`config.mk`:
```
export PLATFORM = sky130hd
export DESIGN_NAME = amul_top
export DESIGN_NICKNAME = d
export VERILOG_FILES = /design/src/amul_apb_pkg.sv /design/src/amul_pkg.sv /design/src/amul_accumulator.sv /design/src/amul_cla_adder.sv /design/src/amul_ctrl.sv /design/src/amul_partial_mult.sv /design/src/amul_top.sv
export VERILOG_INCLUDE_DIRS = /design/src /design/src/src
export SDC_FILE = /design/constraint.sdc
export NUM_CORES = 1
export LEC_CHECK = 0
export BUFFER_PORTS_ARGS = -buffer_cell sky130_fd_sc_hd__buf_2
export CAP_MARGIN = 30
export CORE_MARGIN = 5
export CORE_UTILIZATION = 40
export DETAILED_ROUTE_END_ITERATION = 8
export MAX_ROUTING_LAYER = met4
export SYNTH_ARGS = -nofsm -noshare
export SYNTH_HDL_FRONTEND = slang
export SYNTH_SLANG_ARGS = --single-unit
```
`constraint.sdc`:
```
create_clock -name pclk -period 10.9 [get_ports pclk]
set_input_delay 0.545 -clock pclk [delete_from_list [all_inputs] [get_ports pclk]]
set_output_delay 0.545 -clock pclk [all_outputs]
set_load 0.01 [all_outputs]
```
`src/amul_cfg.svh`:
```
/*
 * amul configuration
 * operand, byte and product widths of the quarter multiplier,
 * APB address width and the register offsets of the bus side
 */
`ifndef AMUL_CFG_SVH
`define AMUL_CFG_SVH

`define AMUL_OP_W   16 // operand a and b
`define AMUL_BYTE_W 8  // one operand half
`define AMUL_PROD_W 32 // full product

`define AMUL_APB_AW 4

// register offsets
`define AMUL_REG_OPERAND 4'h0
`define AMUL_REG_CTRL    4'h4
`define AMUL_REG_STATUS  4'h8
`define AMUL_REG_RESULT  4'hC

`endif

```
`src/amul_apb_pkg.sv`:
```
/*
 * amul bus-side types
 * APB address and data words, and the bit layout of the
 * CTRL and STATUS registers
 */
`include "amul_cfg.svh"

package amul_apb_pkg;

   localparam int DATA_W = 32;

   typedef logic [`AMUL_APB_AW-1:0] apb_addr_t;
   typedef logic [DATA_W-1:0]       apb_data_t;

   // STATUS bits 1:0
   typedef struct packed {
      logic done; // bit 1
      logic busy; // bit 0
   } status_t;

   // CTRL bits 1:0
   typedef struct packed {
      logic approx; // bit 1, kept
      logic start;  // bit 0, pulse only
   } ctrl_t;

endpackage

```
`src/amul_pkg.sv`:
```
/*
 * amul datapath types
 * operands, operand halves, 8x8 partial products, the 32-bit
 * result and the tag that names which quarter is in flight
 */
`include "amul_cfg.svh"

package amul_pkg;

   typedef logic [`AMUL_OP_W-1:0]     operand_t;
   typedef logic [`AMUL_BYTE_W-1:0]   byte_t;
   typedef logic [2*`AMUL_BYTE_W-1:0] pp_t;      // byte x byte
   typedef logic [`AMUL_PROD_W-1:0]   product_t;

   // first letter is the half of a, second the half of b
   typedef enum logic [1:0] {
      q_ll = 2'd0, // aligned at 0
      q_hl = 2'd1, // aligned at 8
      q_lh = 2'd2, // aligned at 8
      q_hh = 2'd3  // aligned at 16
   } quarter_t;

endpackage

```
`src/amul_accumulator.sv`:
```
/*
 * amul accumulator
 * aligns each tagged partial product by its quarter, adds it to the
 * running sum through the lookahead adder and holds the result.
 * In approx mode the ll quarter is dropped.
 */
`timescale 1ns/1ns
`include "amul_cfg.svh"

module amul_accumulator (
   input  logic               pclk,
   input  logic               reset,
   input  logic               acc_clear,
   input  logic               skip_ll,
   input  logic               pp_valid,
   input  amul_pkg::quarter_t pp_quarter,
   input  amul_pkg::pp_t      pp,
   output amul_pkg::product_t sum
);

   amul_pkg::product_t acc_q;
   amul_pkg::product_t aligned;
   amul_pkg::product_t addend;
   logic               add_en;

   always_comb begin
      case (pp_quarter)
         amul_pkg::q_ll: aligned = amul_pkg::product_t'(pp);
         amul_pkg::q_hh: aligned = amul_pkg::product_t'(pp) << (2 * `AMUL_BYTE_W);
         default:        aligned = amul_pkg::product_t'(pp) << `AMUL_BYTE_W; // hl, lh
      endcase
   end

   assign add_en = pp_valid & ~(skip_ll & (pp_quarter == amul_pkg::q_ll));
   assign addend = add_en ? aligned : '0; // adding zero holds the sum

   // sum is the value acc_q takes at the next edge
   amul_cla_adder #(
      .WIDTH (`AMUL_PROD_W)
   ) adder_inst (
      .x (acc_q),
      .y (addend),
      .s (sum)
   );

   always_ff @(posedge pclk) begin
      if (reset || acc_clear)
         acc_q <= '0;
      else
         acc_q <= sum;
   end

endmodule

```
`src/amul_cla_adder.sv`:
```
/*
 * amul block carry-lookahead adder
 * 4-bit groups with group propagate and generate, a lookahead level
 * that gives each group its carry-in, and local lookahead inside
 * each group. No carry in, no carry out. WIDTH is a multiple of 4,
 * at least 8.
 */
`timescale 1ns/1ns
`include "amul_cfg.svh"

module amul_cla_adder #(
   parameter int WIDTH = `AMUL_PROD_W
) (
   input  logic [WIDTH-1:0] x,
   input  logic [WIDTH-1:0] y,
   output logic [WIDTH-1:0] s
);

   localparam int NG = WIDTH / 4;

   logic [WIDTH-1:0] p;
   logic [WIDTH-1:0] g;
   logic [WIDTH-1:0] c;  // carry into each bit
   logic [NG-2:0]    gp; // top group feeds no carry
   logic [NG-2:0]    gg;
   logic [NG-1:0]    gc; // carry into each group

   assign p = x ^ y;
   assign g = x & y;

   for (genvar j = 0; j < NG - 1; j++) begin : grp_pg
      assign gp[j] = &p[4*j+3:4*j];
      assign gg[j] = g[4*j+3]
                   | (p[4*j+3] & g[4*j+2])
                   | (p[4*j+3] & p[4*j+2] & g[4*j+1])
                   | (p[4*j+3] & p[4*j+2] & p[4*j+1] & g[4*j]);
   end

   // second level, sum of products over all lower groups
   always_comb begin
      logic term;
      gc = '0;
      for (int j = 1; j < NG; j++) begin
         for (int k = 0; k < j; k++) begin
            term = gg[k];
            for (int m = k + 1; m < j; m++)
               term = term & gp[m];
            gc[j] = gc[j] | term;
         end
      end
   end

   for (genvar j = 0; j < NG; j++) begin : grp_local
      assign c[4*j]   = gc[j];
      assign c[4*j+1] = g[4*j] | (p[4*j] & gc[j]);
      assign c[4*j+2] = g[4*j+1] | (p[4*j+1] & g[4*j])
                      | (p[4*j+1] & p[4*j] & gc[j]);
      assign c[4*j+3] = g[4*j+2] | (p[4*j+2] & g[4*j+1])
                      | (p[4*j+2] & p[4*j+1] & g[4*j])
                      | (p[4*j+2] & p[4*j+1] & p[4*j] & gc[j]);
   end

   assign s = p ^ c;

endmodule

```
`src/amul_ctrl.sv`:
```
/*
 * amul control
 * APB slave with the OPERAND, CTRL, STATUS and RESULT registers.
 * A start runs a step counter that issues the four quarters on
 * consecutive cycles, waits for the pipeline to drain and then
 * latches the final sum into RESULT.
 */
`timescale 1ns/1ns
`include "amul_cfg.svh"

module amul_ctrl (
   input  logic                    pclk,
   input  logic                    reset,
   input  amul_apb_pkg::apb_addr_t paddr,
   input  logic                    psel,
   input  logic                    penable,
   input  logic                    pwrite,
   input  amul_apb_pkg::apb_data_t pwdata,
   output amul_apb_pkg::apb_data_t prdata,
   output logic                    pready,
   output logic                    pslverr,
   output amul_pkg::operand_t      a,
   output amul_pkg::operand_t      b,
   output logic                    issue_valid,
   output amul_pkg::quarter_t      issue_quarter,
   output logic                    acc_clear,
   output logic                    skip_ll,
   input  amul_pkg::product_t      sum
);

   localparam logic [2:0] N_ISSUE   = 3'd4; // quarters per run
   localparam logic [2:0] LAST_STEP = 3'd5; // last add lands on this step

   logic                    access;
   logic                    is_operand;
   logic                    is_ctrl;
   logic                    is_status;
   logic                    is_result;
   logic                    mapped;
   logic                    operand_we;
   logic                    ctrl_we;
   logic                    start_go;
   logic                    approx;
   logic                    busy;
   logic                    done;
   logic [2:0]              step;
   amul_pkg::product_t      result;
   amul_apb_pkg::ctrl_t     wr_ctrl;
   amul_apb_pkg::ctrl_t     rd_ctrl;
   amul_apb_pkg::status_t   rd_status;
   amul_apb_pkg::apb_data_t rd_word;

   assign access     = psel & penable;
   assign is_operand = (paddr == `AMUL_REG_OPERAND);
   assign is_ctrl    = (paddr == `AMUL_REG_CTRL);
   assign is_status  = (paddr == `AMUL_REG_STATUS);
   assign is_result  = (paddr == `AMUL_REG_RESULT);
   assign mapped     = is_operand | is_ctrl | is_status | is_result;

   assign pready  = access; // no wait states
   // unmapped, read-only target, or a write that would disturb a run
   assign pslverr = access & (~mapped | (pwrite & (is_status | is_result | busy)));

   assign operand_we = access & pwrite & is_operand & ~busy;
   assign ctrl_we    = access & pwrite & is_ctrl & ~busy;
   assign wr_ctrl    = pwdata[1:0];
   assign start_go   = ctrl_we & wr_ctrl.start;
   assign acc_clear  = start_go; // clears at the start edge

   // register file
   always_ff @(posedge pclk) begin
      if (reset) begin
         a      <= '0;
         b      <= '0;
         approx <= 1'b0;
      end else begin
         if (operand_we) begin
            a <= pwdata[`AMUL_OP_W-1:0];
            b <= pwdata[2*`AMUL_OP_W-1:`AMUL_OP_W];
         end
         if (ctrl_we) begin
            approx <= wr_ctrl.approx;
         end
      end
   end

   // step sequencer
   always_ff @(posedge pclk) begin
      if (reset) begin
         busy          <= 1'b0;
         done          <= 1'b0;
         step          <= '0;
         skip_ll       <= 1'b0;
         issue_valid   <= 1'b0;
         issue_quarter <= amul_pkg::q_ll;
         result        <= '0;
      end else if (start_go) begin
         busy    <= 1'b1;
         done    <= 1'b0;
         step    <= '0;
         skip_ll <= wr_ctrl.approx; // mode held for the whole run
      end else if (busy) begin
         step          <= step + 3'd1;
         issue_valid   <= (step < N_ISSUE);
         issue_quarter <= amul_pkg::quarter_t'(step[1:0]); // ll, hl, lh, hh
         if (step == LAST_STEP) begin
            busy   <= 1'b0;
            done   <= 1'b1;
            result <= sum; // sum already includes the hh add
         end
      end
   end

   // read data
   always_comb begin
      rd_ctrl        = '0;
      rd_ctrl.approx = approx;
      rd_status.busy = busy;
      rd_status.done = done;
      rd_word        = '0;
      if (is_operand) begin
         rd_word = {b, a};
      end else if (is_ctrl) begin
         rd_word[1:0] = rd_ctrl; // start reads 0
      end else if (is_status) begin
         rd_word[1:0] = rd_status;
      end else if (is_result) begin
         rd_word = result;
      end
   end

   assign prdata = (access & ~pwrite) ? rd_word : '0;

endmodule

```
`src/amul_partial_mult.sv`:
```
/*
 * amul shared 8x8 multiplier
 * selects the operand halves named by the quarter tag, forms their
 * exact product from shifted rows and registers it with its tag
 */
`timescale 1ns/1ns
`include "amul_cfg.svh"

module amul_partial_mult (
   input  logic               pclk,
   input  logic               reset,
   input  amul_pkg::operand_t a,
   input  amul_pkg::operand_t b,
   input  logic               issue_valid,
   input  amul_pkg::quarter_t issue_quarter,
   output logic               pp_valid,
   output amul_pkg::quarter_t pp_quarter,
   output amul_pkg::pp_t      pp
);

   amul_pkg::byte_t a_byte;
   amul_pkg::byte_t b_byte;
   amul_pkg::pp_t   prod;

   // high half of a for hl and hh, high half of b for lh and hh
   always_comb begin
      if (issue_quarter == amul_pkg::q_hl || issue_quarter == amul_pkg::q_hh)
         a_byte = a[`AMUL_OP_W-1:`AMUL_BYTE_W];
      else
         a_byte = a[`AMUL_BYTE_W-1:0];
      if (issue_quarter == amul_pkg::q_lh || issue_quarter == amul_pkg::q_hh)
         b_byte = b[`AMUL_OP_W-1:`AMUL_BYTE_W];
      else
         b_byte = b[`AMUL_BYTE_W-1:0];
   end

   // one row of a per set bit of b
   always_comb begin
      prod = '0;
      for (int i = 0; i < `AMUL_BYTE_W; i++) begin
         if (b_byte[i])
            prod = prod + (amul_pkg::pp_t'(a_byte) << i);
      end
   end

   always_ff @(posedge pclk) begin
      if (reset)
         pp_valid <= 1'b0;
      else
         pp_valid <= issue_valid;
   end

   always_ff @(posedge pclk) begin
      if (issue_valid) begin
         pp         <= prod;
         pp_quarter <= issue_quarter; // tag travels with the product
      end
   end

endmodule

```
`src/amul_top.sv`:
```
/*
 * amul top level
 * APB multiplier peripheral: control and register file, the shared
 * 8x8 quarter multiplier and the lookahead accumulator
 */
`timescale 1ns/1ns

module amul_top (
   input  logic                    pclk,
   input  logic                    reset,
   input  amul_apb_pkg::apb_addr_t paddr,
   input  logic                    psel,
   input  logic                    penable,
   input  logic                    pwrite,
   input  amul_apb_pkg::apb_data_t pwdata,
   output amul_apb_pkg::apb_data_t prdata,
   output logic                    pready,
   output logic                    pslverr
);

   amul_pkg::operand_t a;
   amul_pkg::operand_t b;
   logic               issue_valid;
   amul_pkg::quarter_t issue_quarter;
   logic               acc_clear;
   logic               skip_ll;
   logic               pp_valid;
   amul_pkg::quarter_t pp_quarter;
   amul_pkg::pp_t      pp;
   amul_pkg::product_t sum;

   amul_ctrl ctrl_inst (
      .pclk          (pclk),
      .reset         (reset),
      .paddr         (paddr),
      .psel          (psel),
      .penable       (penable),
      .pwrite        (pwrite),
      .pwdata        (pwdata),
      .prdata        (prdata),
      .pready        (pready),
      .pslverr       (pslverr),
      .a             (a),
      .b             (b),
      .issue_valid   (issue_valid),
      .issue_quarter (issue_quarter),
      .acc_clear     (acc_clear),
      .skip_ll       (skip_ll),
      .sum           (sum)
   );

   amul_partial_mult partial_mult_inst (
      .pclk          (pclk),
      .reset         (reset),
      .a             (a),
      .b             (b),
      .issue_valid   (issue_valid),
      .issue_quarter (issue_quarter),
      .pp_valid      (pp_valid),
      .pp_quarter    (pp_quarter),
      .pp            (pp)
   );

   amul_accumulator accumulator_inst (
      .pclk       (pclk),
      .reset      (reset),
      .acc_clear  (acc_clear),
      .skip_ll    (skip_ll),
      .pp_valid   (pp_valid),
      .pp_quarter (pp_quarter),
      .pp         (pp),
      .sum        (sum)
   );

endmodule

```
==> metrics.md <==
| Metric | Value |
|---|---|
| Top Ports | `between 70 and 80` |
| Netlist area before placement | `between 9000 and 10000 um2` |
| Reg2reg path depth | `33` |
| # hold bufs at CTS | `0` |
| Clock tree sinks | `approximately 130` |
| Top cells by instance count after synthesis | `157 x nand2_1, 143 x nor2_1, 111 x a21oi_1, 107 x dfxtp_1, 90 x ha_1` |
| First DRT Iteration DRCs | `590` |
| R2R Path End | `partial_mult_inst.pp[14]` |
| FP Rows | `55` |
| Total core area | `approximately 23000 um2` |
| Ys async rst share | `0` |
| Worst Setup End Kind | `flop` |
| Switching part of the total power | `0.2628` |
| Worst-path clk slew | `approximately 70 ps` |
| Vias in the first global route | `around 7900` |
| Max Cap Violations | `0` |
| F_max | `about 110 MHz` |
| CP Capture Point | `partial_mult_inst.pp[14]` |
| Post-synthesis mux area share | `0.05695` |
| CTS tree | `yes` |
| H-tree depth | `4` |
| Crit path DAT | `about 9400 ps` |
| Synth Area in XOR/XNOR | `0.05492` |
| Initial antenna violation count | `2` |
| Main combinational cell family by area after synthesis | `compound AO/OA/AOI/OAI gates` |
| Final hold viol count | `0` |
| Clk network pwr share | `0.530` |
| Gp weighted congestion | `roughly 0.9` |
| Final core occ | `0.4620` |
| Comb pwr share | `0.030` |
| Top cell type by total area after synthesis | `dfxtp_1` |
| Clk buf depth | `2` |
| Clock Latency Late Sink | `~430 ps` |
| Crit path top cell by count | `a21oi_1` |
| Worst EP required | `11070 ps` |
| Avg Inst Size Synth | `a little over 8 um2` |
| Post-DP HPWL | `between 20000 and 25000 um` |
| Primary FF master, synth | `dfxtp_1` |
| NetSw | `~0.00028 W` |
| Most frequent cell after synthesis | `nand2_1` |
| DR pass1 iterations | `5` |
| First-pass GRT wire length | `roughly 43000 um` |
| WL per Instance | `~18 um` |
| GRT Residual Overflow | `0` |
| Critical Path Source Type | `flop` |
| Die Wd | `approximately 160 um` |
| Die Y-Extent | `approximately 160 um` |
| Slew headroom | `0.3519` |
| Total CTS buffers | `17` |
| Max Slew Vio Count | `0` |
| Residual DRC | `0` |
| Post-synth EDFFs | `18` |
| Synth Register Bits | `125` |
| Largest net degree at the start of global routing | `between 70 and 80` |
| Fill cells | `2272` |
| Least-Margin Pin Slew | `between 900 and 1000 ps` |
| Final Routed Wirelength | `between 20000 and 30000 um` |
| Post-CTS sizing | `0` |
| Worst Clk Skew | `roughly 17 ps` |
| Area contributors post-synth | `dfxtp_1 23%, ha_1 12%, nand2_1 6.4%, a21oi_1 6.0%, edfxtp_1 5.8%` |
| Outcome | `finished clean` |
| Area grow syn2layout | `13.45%` |
| Synth cell types | `66` |
| Die ar. | `26260 um2` |
| Tcrit/Tclk final | `0.8504` |
| Synth Area in Compound Gates | `0.2058` |
| Period minus WS final | `between 9000 and 10000 ps` |
| Post-CTS setup buffer count | `0` |
| Pleak | `about 4.6 nW` |
| Int Pwr | `0.0007841 W` |
| Instance count of the mapped netlist | `between 1000 and 1500` |
| Reg2Reg Setup Slack | `approximately 1600 ps` |
| FF-to-FF Start | `ctrl_inst.issue_quarter[0]` |
| Hold Path Class | `in2reg` |
| Setup violations, final | `0` |
| Seq pwr share | `0.440` |
| Ys Warns | `0` |
| Syn Nets | `between 1000 and 1500` |
| Largest stage delay, worst path | `~610 ps` |
| Via density | `5.541` |
| Kind of critical path | `reg2reg` |
| Root Buffer | `clkbuf_16` |
| Synth top area share | `0.2316` |
| Vias | `about 8300` |
| Share of layout cells above drive strength 1 | `0.1353` |
| RSZ-0062 raised after global routing | `no` |
| Starting Density | `0.4073` |
| Critical-path top delay cell | `dfxtp_1` |
| Final #Nets | `around 1300` |
| Remaining antenna violation count | `0` |
| Share of the yosys chip area belonging to registers | `0.2900` |
| Worst setup path start | `ctrl_inst.issue_quarter[0]` |
| Total Negative Setup Slacks | `0 ps` |
| Total track usage | `0.2119` |
| Worst vdd ir | `a little over 0.1 mV` |
| Worst-path fanout max | `13` |
| Pwr Density | `about 100 nW/um2` |
| Adder-Cell Fraction of Synth Area | `0.1542` |
| Synth Area in Simple Gates | `0.1981` |
| Port Buffers | `74` |
registers in the layout (all words and copies together), names as in the netlist:
signal                        cells
ctrl_inst.a                      16
ctrl_inst.result                 32
accumulator_inst.acc_q           32
ctrl_inst.approx                  1
ctrl_inst.b                      16
partial_mult_inst.pp_quarter      2
ctrl_inst.step                    3
partial_mult_inst.pp             16
ctrl_inst.issue_valid             1
ctrl_inst.issue_quarter           2
ctrl_inst.busy                    1
ctrl_inst.done                    1
ctrl_inst.skip_ll                 1
partial_mult_inst.pp_valid        1
through the flow:
stage / setup WS (ps) / std cells / total power [W] / hold WS (ps) / area [um2]
global placement: 1799 / 1455 / 0.0005088 / 443.4 / 9869
detailed placement: 1646 / 1458 / 0.0005099 / 453.8 / 9899
finish: 1631 / 1492 / 0.001064 / 341.3 / 10490
global route: 1014 / 1492 / 0.001098 / 336.2 / 10490
CTS: 1570 / 1490 / 0.001074 / 332.4 / 10490
floorplan: 2567 / 1136 / 0.0004935 / 402.9 / 9249
logic make-up after synthesis:
kind of cell	Yosys count
compound gates	297
simple gates	411
buf+inv	95
fa+ha+maj	105
flops	125
xor+xnor	58
mux	45
critical path: cells and delay by family (launching register included):
| family | cells | cell delay, ps |
|---|---|---|
| AOI/OAI and AO/OA | 14 | 2780 |
| xor gates and xnor gates | 5 | 730 |
| adders and majority gates | 9 | 3360 |
| buffers and inverters | 2 | 470 |
| DFF | 1 | 610 |
| muxes | 3 | 1040 |
how the worst min path moves through the flow:
stage                                     startpoint  slack (ps)  cells after the start                               to
after global routing                      pwdata[10]         340                      3                  ctrl_inst.a[10]
after CTS                                 pwdata[11]         330                      3                  ctrl_inst.a[11]
after detailed placement        ctrl_inst.result[24]         450                      2             ctrl_inst.result[24]
after global placement          ctrl_inst.result[10]         440                      2             ctrl_inst.result[10]
final                                     pwdata[11]         340                      3                  ctrl_inst.a[11]
after floorplan           ctrl_inst.issue_quarter[0]         400                      0  partial_mult_inst.pp_quarter[0]
layout make-up:
type                    instances  area [um2]  area share
diodes                          2       5.005   0.0004770
repair buffers                 89       490.5     0.04674
clock inverters                15       162.7     0.01550
inverters                      43       161.4     0.01538
multi-input cells             916        6208      0.5917
well taps                     285       356.6     0.03399
clock buffers                  17       425.4     0.04054
flip-flops and latches        125        2683      0.2557
cell usage in the layout, fill, tap and decap left out, types with 5 or more instances in the layout:
cell type	n
ha_1	90
nand2_1	157
and2_1	17
o21bai_1	22
a211o_1	6
xor2_1	16
nor4_1	6
buf_4	14
o211ai_1	5
mux2_2	23
o21ai_0	29
nor3_1	8
nand3_1	15
nor2_1	143
edfxtp_1	18
and3_1	21
nand2b_1	6
a31oi_1	8
a21o_1	22
nor2b_1	9
clkbuf_16	17
dfxtp_1	107
fa_1	15
a211oi_1	16
buf_2	74
xnor2_1	42
inv_1	42
a21oi_1	111
a22oi_1	43
o21a_1	9
mux2i_1	15
inv_6	6
power groups by stage:
stage | Clock [W] | Sequential [W] | Combinational [W]
6_report | 0.000564 | 0.000468 | 0.0000318
5_1_grt | 0.000596 | 0.000468 | 0.0000349
4_1_cts | 0.000574 | 0.000468 | 0.0000319
3_5_place_dp | 0 | 0.000478 | 0.0000318
3_3_place_gp | 0 | 0.000478 | 0.0000306
2_1_floorplan | 0 | 0.000478 | 0.0000159
metal layers:
layer  part of all wire  GRT usage  vias up
li1                   -          -     4134
met1               0.47     0.2820     3901
met2               0.46     0.3229      198
met3              0.042    0.03908       34
met4              0.029    0.07843        0
met5                  0          -        -
Power figures use the tool's default switching activity.
